### config.mk
export PLATFORM = sky130hd
export DESIGN_NAME = vector_renderer_top
export DESIGN_NICKNAME = d
export VERILOG_FILES = /design/src/vec_pkg.sv /design/src/vec_bus_if.sv /design/src/vector_renderer_top.sv /design/src/line_buffer.sv /design/src/scanline_rasterizer.sv /design/src/vector_store.sv
export SDC_FILE = /design/constraint.sdc
export NUM_CORES = 2
export LEC_CHECK = 0
export BUFFER_PORTS_ARGS = -buffer_cell sky130_fd_sc_hd__buf_2
export CAP_MARGIN = 20
export CORE_MARGIN = 5
export CORE_UTILIZATION = 40
export CTS_CLUSTER_SIZE = 25
export DETAILED_ROUTE_END_ITERATION = 16
export PLACE_DENSITY = 0.53
export SETUP_SLACK_MARGIN = 0.5
export SYNTH_ARGS = -nofsm -noshare
export SYNTH_HDL_FRONTEND = slang
export SYNTH_HIERARCHICAL = 1
export SYNTH_SLANG_ARGS = --single-unit
### constraint.sdc
create_clock -name clk -period 5.6 [get_ports clk]
set_input_delay 0 -clock clk [delete_from_list [all_inputs] [get_ports clk]]
set_output_delay 0 -clock clk [all_outputs]
set_load 0.005 [all_outputs]
### src/vec_pkg.sv
`default_nettype none

package vec_pkg;

	// geometry and pixel widths
	parameter int COORD_W = 10;
	parameter int COLOR_W = 16;

	// one entry of the vector list, top point first
	typedef struct packed {
		logic [COORD_W-1:0] x0;    // top x
		logic [COORD_W-1:0] y0;    // top y
		logic [COORD_W-1:0] x1;    // bottom x, never left of x0
		logic [COORD_W-1:0] y1;    // bottom y, never above y0
		logic [COLOR_W-1:0] col;   // pixel color
		logic               last;  // final entry of the list
	} vector_t;

	// per-vector resume point for the next scanline
	typedef struct packed {
		logic                      valid;  // segment already started this frame
		logic [COORD_W-1:0]        x;      // first column of the next run
		logic signed [COORD_W:0]   e;      // half-scaled Bresenham error
	} bres_state_t;

	// scanline phases
	typedef enum logic [1:0] {
		SYNC,  // idle, waiting for trigger
		DRAW,  // walk the list into the line buffer
		COPY   // stream the line buffer out
	} scan_state_e;

endpackage

`default_nettype wire
### src/vec_bus_if.sv
`default_nettype none

// one requester's port onto the shared vector-list memory
interface vec_bus_if #(
	parameter int AW = 5
);
	logic              req;    // access request, held until gnt
	logic              gnt;    // same-cycle grant
	logic              we;     // write when high
	logic [AW-1:0]     addr;   // list index
	vec_pkg::vector_t  wdata;
	vec_pkg::vector_t  rdata;  // valid one cycle after a granted read

	modport requester (
		output req,
		output we,
		output addr,
		output wdata,
		input  gnt,
		input  rdata
	);

	modport arbiter (
		input  req,
		input  we,
		input  addr,
		input  wdata,
		output gnt,
		output rdata
	);

endinterface

`default_nettype wire

### src/vector_renderer_top.sv
`default_nettype none

module vector_renderer_top #(
	parameter int H_RES       = 64,
	parameter int V_RES       = 16,
	parameter int MAX_VECTORS = 32
) (
	input  logic                           clk,
	input  logic                           rst,
	input  logic                           trigger,     // frame start
	input  logic                           host_we,     // single-cycle write strobe
	input  logic [$clog2(MAX_VECTORS)-1:0] host_addr,
	input  vec_pkg::vector_t               host_wdata,
	input  logic                           fifo_full,
	output logic                           fifo_write,
	output logic [vec_pkg::COLOR_W-1:0]    fifo_data,
	output logic                           busy
);

	localparam int AW = $clog2(MAX_VECTORS);

	logic                        plot;
	logic [vec_pkg::COORD_W-1:0] plot_x;
	logic [vec_pkg::COLOR_W-1:0] plot_col;
	logic                        copy;
	logic                        copy_done;

	vec_bus_if #(.AW(AW)) host_bus ();
	vec_bus_if #(.AW(AW)) rast_bus ();

	// host side always wins, so the strobe needs no grant check
	assign host_bus.req   = host_we;
	assign host_bus.we    = host_we;
	assign host_bus.addr  = host_addr;
	assign host_bus.wdata = host_wdata;

	vector_store #(.MAX_VECTORS(MAX_VECTORS)) store_i (
		.clk  (clk),
		.rst  (rst),
		.host (host_bus.arbiter),
		.rast (rast_bus.arbiter)
	);

	scanline_rasterizer #(
		.H_RES       (H_RES),
		.V_RES       (V_RES),
		.MAX_VECTORS (MAX_VECTORS)
	) rast_i (
		.clk       (clk),
		.rst       (rst),
		.trigger   (trigger),
		.vec       (rast_bus.requester),
		.plot      (plot),
		.plot_x    (plot_x),
		.plot_col  (plot_col),
		.copy      (copy),
		.copy_done (copy_done),
		.busy      (busy)
	);

	line_buffer #(.H_RES(H_RES)) lbuf_i (
		.clk        (clk),
		.rst        (rst),
		.plot       (plot),
		.plot_x     (plot_x),
		.plot_col   (plot_col),
		.copy       (copy),
		.fifo_full  (fifo_full),
		.copy_done  (copy_done),
		.fifo_write (fifo_write),
		.fifo_data  (fifo_data)
	);

endmodule

`default_nettype wire

### src/line_buffer.sv
`default_nettype none

module line_buffer #(
	parameter int H_RES = 64
) (
	input  logic                        clk,
	input  logic                        rst,
	input  logic                        plot,
	input  logic [vec_pkg::COORD_W-1:0] plot_x,
	input  logic [vec_pkg::COLOR_W-1:0] plot_col,
	input  logic                        copy,
	input  logic                        fifo_full,
	output logic                        copy_done,
	output logic                        fifo_write,
	output logic [vec_pkg::COLOR_W-1:0] fifo_data
);

	localparam int XW = $clog2(H_RES);

	// blank at power-up, the copy erase keeps it blank afterwards
	logic [vec_pkg::COLOR_W-1:0] mem [H_RES] = '{default: '0};

	logic [XW-1:0]               rd_addr;  // copy address
	logic                        rd_en;
	logic                        rd_vld;   // rd_data holds a pixel
	logic [vec_pkg::COLOR_W-1:0] rd_data;

	assign rd_en     = copy && !fifo_full;
	assign copy_done = rd_en && (rd_addr == XW'(H_RES - 1));

	always_ff @(posedge clk) begin
		if (rst || !copy) begin
			rd_addr <= '0;
		end else if (rd_en) begin
			rd_addr <= copy_done ? '0 : rd_addr + 1'b1;
		end
	end

	// one write port, plot and copy never overlap
	always_ff @(posedge clk) begin
		if (plot) begin
			mem[plot_x[XW-1:0]] <= plot_col;
		end else if (rd_en) begin
			mem[rd_addr] <= '0;  // erase behind the read
		end
		if (rd_en) begin
			rd_data <= mem[rd_addr];  // read-first
		end
	end

	// two-stage output, both stages hold while the FIFO is full
	always_ff @(posedge clk) begin
		if (rst) begin
			rd_vld     <= 1'b0;
			fifo_write <= 1'b0;
		end else if (!fifo_full) begin
			rd_vld     <= copy;
			fifo_write <= rd_vld;
		end
	end

	always_ff @(posedge clk) begin
		if (!fifo_full) begin
			fifo_data <= rd_data;
		end
	end

	plot_copy_a: assert property (
		@(posedge clk) disable iff (rst)
		!(plot && copy)
	);

endmodule

`default_nettype wire

### src/scanline_rasterizer.sv
`default_nettype none

module scanline_rasterizer #(
	parameter int H_RES       = 64,
	parameter int V_RES       = 16,
	parameter int MAX_VECTORS = 32
) (
	input  logic                        clk,
	input  logic                        rst,
	input  logic                        trigger,
	vec_bus_if.requester                vec,
	output logic                        plot,
	output logic [vec_pkg::COORD_W-1:0] plot_x,
	output logic [vec_pkg::COLOR_W-1:0] plot_col,
	output logic                        copy,
	input  logic                        copy_done,
	output logic                        busy
);

	localparam int AW = $clog2(MAX_VECTORS);
	localparam int CW = vec_pkg::COORD_W;

	// steps inside DRAW
	typedef enum logic [1:0] {CLEAR, FETCH, LOAD, SPAN} step_e;

	vec_pkg::scan_state_e state;
	step_e                step;
	logic [CW-1:0]        scan_y;
	logic [AW:0]          idx;      // one spare bit so overrun shows

	vec_pkg::bres_state_t st_mem [MAX_VECTORS];  // Bresenham resume state
	vec_pkg::bres_state_t st_rd;
	vec_pkg::bres_state_t st_wdata;
	logic                 st_we;

	vec_pkg::vector_t     cur;      // vector being spanned
	logic [CW-1:0]        w;
	logic [CW-1:0]        h;
	logic [CW-1:0]        x;        // pixel plotted this cycle
	logic signed [CW:0]   e;
	logic signed [CW:0]   e_init;   // (w - h) / 2 for a fresh segment
	logic signed [CW:0]   e_dec;
	logic signed [CW:0]   e_n;
	logic signed [CW:0]   se;       // error saved for the next row
	logic [CW-1:0]        x_inc;
	logic [CW-1:0]        x_n;
	logic [CW-1:0]        sx;       // next row start column
	logic                 fin;      // span ends this cycle
	logic                 in_draw;
	logic                 ld;
	logic                 sp;
	logic                 active;   // scan_y inside the fetched vector
	logic                 vec_done;
	logic                 vec_last;

	assign in_draw = (state == vec_pkg::DRAW);
	assign ld      = in_draw && (step == LOAD);
	assign sp      = in_draw && (step == SPAN);
	assign busy    = (state != vec_pkg::SYNC);
	assign copy    = (state == vec_pkg::COPY);

	// read-only requester
	assign vec.req   = in_draw && (step == FETCH);
	assign vec.we    = 1'b0;
	assign vec.addr  = idx[AW-1:0];
	assign vec.wdata = '0;

	assign active = (scan_y >= vec.rdata.y0) && (scan_y <= vec.rdata.y1);
	assign e_init = ($signed({1'b0, vec.rdata.x1 - vec.rdata.x0})
		- $signed({1'b0, vec.rdata.y1 - vec.rdata.y0})) >>> 1;

	// step decision for the running span
	always_comb begin
		x_inc = x + 1'b1;
		e_dec = e - $signed({1'b0, h});
		x_n   = x_inc;
		e_n   = e_dec;
		sx    = x;
		se    = e + $signed({1'b0, w});
		if (scan_y == cur.y1) begin  // bottom row runs to x1
			fin = (x == cur.x1);
			e_n = e;
		end else if (e < 0) begin    // steep, next row starts here
			fin = 1'b1;
		end else begin
			fin = (e_dec < 0);
			sx  = x_inc;
			se  = e_dec + $signed({1'b0, w});
		end
	end

	assign vec_done = (ld && !active) || (sp && fin);
	assign vec_last = (step == LOAD) ? vec.rdata.last : cur.last;

	assign plot     = sp && (x < H_RES);  // no clipping, just drop
	assign plot_x   = x;
	assign plot_col = cur.col;

	always_ff @(posedge clk) begin
		if (rst) begin
			state  <= vec_pkg::SYNC;
			step   <= CLEAR;
			scan_y <= '0;
			idx    <= '0;
		end else begin
			case (state)
				vec_pkg::SYNC: if (trigger) begin
					state  <= vec_pkg::DRAW;
					step   <= CLEAR;
					scan_y <= '0;
					idx    <= '0;
				end
				vec_pkg::DRAW: begin
					if (step == CLEAR) begin
						if (idx == MAX_VECTORS - 1) begin
							idx  <= '0;
							step <= FETCH;
						end else begin
							idx <= idx + 1'b1;
						end
					end else if (step == FETCH && vec.gnt) begin
						step <= LOAD;
					end else if (ld && active) begin
						step <= SPAN;
					end else if (vec_done) begin
						if (vec_last) begin
							state <= vec_pkg::COPY;
							idx   <= '0;
						end else begin
							idx  <= idx + 1'b1;
							step <= FETCH;
						end
					end
				end
				vec_pkg::COPY: if (copy_done) begin
					step <= FETCH;
					if (scan_y == V_RES - 1) begin
						state <= vec_pkg::SYNC;
					end else begin
						scan_y <= scan_y + 1'b1;
						state  <= vec_pkg::DRAW;
					end
				end
				default: state <= vec_pkg::SYNC;
			endcase
		end
	end

	// state memory, cleared by the CLEAR sweep at frame start
	assign st_we    = in_draw && ((step == CLEAR) || (sp && fin));
	assign st_wdata = (step == CLEAR) ? '0 : {1'b1, sx, se};

	always_ff @(posedge clk) begin
		st_rd <= st_mem[idx[AW-1:0]];
		if (st_we) begin
			st_mem[idx[AW-1:0]] <= st_wdata;
		end
	end

	// span registers
	always_ff @(posedge clk) begin
		if (ld) begin
			cur <= vec.rdata;
			w   <= vec.rdata.x1 - vec.rdata.x0;
			h   <= vec.rdata.y1 - vec.rdata.y0;
			if (st_rd.valid) begin  // resume
				x <= st_rd.x;
				e <= st_rd.e;
			end else begin
				x <= vec.rdata.x0;
				e <= e_init;
			end
		end else if (sp) begin
			x <= x_n;
			e <= e_n;
		end
	end

	idx_range_a: assert property (
		@(posedge clk) disable iff (rst)
		in_draw |-> idx < MAX_VECTORS
	);

	plot_draw_a: assert property (
		@(posedge clk) disable iff (rst)
		plot |-> in_draw
	);

endmodule

`default_nettype wire

### src/vector_store.sv
`default_nettype none

module vector_store #(
	parameter int MAX_VECTORS = 32
) (
	input  logic       clk,
	input  logic       rst,
	vec_bus_if.arbiter host,
	vec_bus_if.arbiter rast
);

	localparam int AW = $clog2(MAX_VECTORS);

	vec_pkg::vector_t mem [MAX_VECTORS];  // the vector list
	vec_pkg::vector_t rd_q;               // shared registered read port

	logic             sel_host;  // host owns the memory this cycle
	logic             any_gnt;
	logic             g_we;
	logic [AW-1:0]    g_addr;
	vec_pkg::vector_t g_wdata;

	// fixed priority, the host always wins
	always_comb begin
		sel_host = host.req;
		any_gnt  = host.req || rast.req;
		host.gnt = sel_host;
		rast.gnt = !sel_host && rast.req;
		if (sel_host) begin
			g_we    = host.we;
			g_addr  = host.addr;
			g_wdata = host.wdata;
		end else begin
			g_we    = rast.we;
			g_addr  = rast.addr;
			g_wdata = rast.wdata;
		end
	end

	// single port memory, read data held until the next granted read
	always_ff @(posedge clk) begin
		if (any_gnt) begin
			if (g_we) begin
				mem[g_addr] <= g_wdata;
			end else begin
				rd_q <= mem[g_addr];
			end
		end
	end

	assign host.rdata = rd_q;  // host only writes today
	assign rast.rdata = rd_q;

	// both requesters share one port
	gnt_onehot_a: assert property (
		@(posedge clk) disable iff (rst)
		!(host.gnt && rast.gnt)
	);

	// a starved rasterizer must keep its address stable
	rast_hold_a: assert property (
		@(posedge clk) disable iff (rst)
		rast.req && !rast.gnt |=> rast.req && $stable(rast.addr)
	);

endmodule

`default_nettype wire

==> metrics.md <==
| Metric | Value |
|---|---|
| Cell with the most instances on the worst path | buf_4 |
| Maximum achievable frequency | 236 MHz |
| Leakage | 53.5 nW |
| Starting density of the core | 40.2% |
| Footprint of the multi-input gates | 33,200 sq um |
| Final Wtd Congestion | 0.837 |
| Fin util | 45.8% |
| Area growth syn-to-layout | 13.9% |
| Count of max-cap constraint violations | 0 |
| Total count of hold-check failures in the final report | 0 |
| Ports placed on the boundary | 85 |
| Max Root-Sink Buffers | 4 |
| Headroom to the max-slew limit | 24.4% |
| Status | complete, no violations |
| Number of vias per cell after detailed routing | 5.68 |
| Path type of the worst setup path | register to register |
| Starting DRC count in detailed routing | 8,278 |
| Routed length per placed instance | 29.7 um |
| TritonCTS buffer count | 399 |
| Total Negative Setup Slacks | 0 ns |
| Summed instance area of the synthesized netlist | 148,000 sq um |
| Type of the tightest min-delay check | input port to register |
| Placeable Area | 369,000 sq um |
| Critical path, cell by cell | inv_1 > ha_1 > nand3_1 > nor2_1 > nor3b_4 > buf_4 > nor2b_4 > buf_4 |
| Maximum single-stage delay on the critical path | 0.87 ns |
| Wire length reported by the detailed router | 412,000 um |
| Cells after Synth | 8,247 |
| PnR Total Power | 60.4 mW |
| Slowest-stage cell, CP | nor2b_4 |
| Endpoint arrival time on the critical path | 4.93 ns |
| Nets | 8,760 |
| Peak ir drop on the vdd network | 0.258 mV |
| # H-tree levels | 5 |
| Slew at the pin with the worst max-slew slack | 1.13 ns |
| Die span in x | 619 um |
| Detail Placement HPWL | 238,000 um |
| Final setup viols | 0 |
| Hold slack final | 0.0512 ns |
| Max-slew violation count | 0 |
| Total vias in the final route | 78.8k |
| Crit path time final | 4.23 ns |
| Required @ worst endpoint | 6.30 ns |
| Residual overflow from global routing | 0 |
| Post-route DRC violation count | 0 |
| Worst setup EP type | register |
| Input/output buffers | 84 |
| Full die area | 383,000 sq um |
| Startpoint types | register |
| Fill count | 31.4k |
| Number of buffers added for setup after CTS | 0 |
| Number of routed nets with antenna violations | 0 |
| Register-to-register setup slack | 1.37 ns |
| Number of rows in the core area | 223 |
| Power density normalized to cell area | 358 nW/um^2 |
| Initial DRT Pass Iterations | 5 |
| Mean instance size in the synthesized netlist | 18.0 sq um |
| Placed standard-cell area | 156,000 sq um |
| Antenna violations before repair | 26 |
| Maximum number of pins on one net before global-route repair | 126 |
| Die extent in y | 619 um |
| Synth warnings | 6 |
| Part of the cycle the worst path needs | 75.6% |
| Clock Skews | 0.0493 ns |
| Clock slew seen by the registers of the worst setup and hold paths | 0.06 ns |
| Flip-flop and latch area | 113,000 sq um |
| Finished Cell Area | 169,000 sq um |
| Fraction of layout cells with a size suffix above 1 | 17.1% |
| Clock tree from TritonCTS | built |
| Crit path max fanout | 42 |
| Total routing resource utilization after global routing | 21.0% |
| Number of global-route vias before repair | 78.4k |
| Insertion delay of the later-clocked pin in the worst-skew pair | 0.96 ns |
| Setup repair after global routing missed its margin | no |
| Clock tree root buffer cell | clkbuf_16 |
| Global-route wire length before repair | 587,000 um |
| Number of sinks driven by the clock tree | 3,769 |
[report_power, final]
group / internal (mW) / switching, mW
combinational: 1.30 / 2.47
sequential: 31.2 / 0.130
clock: 14.7 / 10.7
[final timing paths]
check / start / to / depth (start not counted)
min: rst / lbuf_i/fifo_write / 3
max: rast_i/state[1] / lbuf_i/mem[7][10] / 8
min reg2reg: lbuf_i/rd_data[5] / lbuf_i/fifo_data[5] / 0
max reg2reg: rast_i/state[1] / lbuf_i/mem[7][10] / 8
[cell type report]
cell class                 count  area share (%)
antenna                        5         0.00741
clock buffer                 495            6.25
clock inverter               216            1.13
inverter                      94           0.210
multi-input combinational   3868            19.6
sequential                  3769            66.7
tap                         4950            3.67
timing repair buffer         466            2.39
[cell usage in the layout (no fill, tap or decap), types with 35 or more instances in the layout]
cell type / instances
clkbuf_1: 84
buf_12: 48
o21ai_0: 53
dlygate4sd3_1: 62
clkinv_2: 66
or4_1: 174
clkinv_1: 91
nor3_1: 37
xnor2_1: 50
nor2_4: 71
mux2i_1: 643
dfxtp_1: 44
ha_1: 89
buf_4: 272
o22ai_1: 222
xor2_1: 39
clkbuf_16: 407
o221ai_1: 35
conb_1: 58
nor2_1: 160
mux4_2: 342
a22oi_1: 351
a21oi_1: 434
mux2_2: 70
nand2_1: 580
buf_2: 84
edfxtp_1: 3719
inv_1: 89
[repair_timing]
item                                   in CTS  in global routing
endpoints found under the hold margin    1852                  0
resized for setup                           0                  0
hold buffers                               62                  0
[per-stage QoR]
stage | worst slack, ns | instances
floorplan | 0.950 | 8304
global placement | 1.33 | 13100
detailed placement | 1.36 | 13100
CTS | 1.34 | 13900
global route | 1.05 | 13900
finish | 1.37 | 13900
[state kept, by name, indices dropped and copies added, names as in the netlist, 2 cells and up]
register	flops
rast_i/state	2
rast_i/cur	21
rast_i/h	10
rast_i/scan_y	10
rast_i/plot_col	16
rast_i/e	11
store_i/mem	1824
lbuf_i/mem	1024
lbuf_i/rd_data	16
rast_i/st_rd	22
lbuf_i/fifo_data	16
rast_i/step	2
rast_i/w	10
store_i/host.rdata	57
rast_i/idx	6
rast_i/st_mem	704
lbuf_i/rd_addr	6
rast_i/plot_x	10
[worst max-delay path: cells and delay by family (launching register included)]
family        cells  cell delay, ns
simple gates      4            2.16
buf+inv           3            0.92
fa+ha+maj         1            0.50
flops             1            0.34
[layer usage]
layer  routed length (um)  track usage, %  part of all wire, %  up-vias
met5                   28               0               0.0068        -
met1               176000            29.8                   43    41600
met3                25600            2.89                  6.2      646
met2               198000            34.2                   48     2750
met4                12600            5.97                  3.1        6
li1                     -               -                    -    33700
Note: power is estimated with default switching activity, not from simulation.
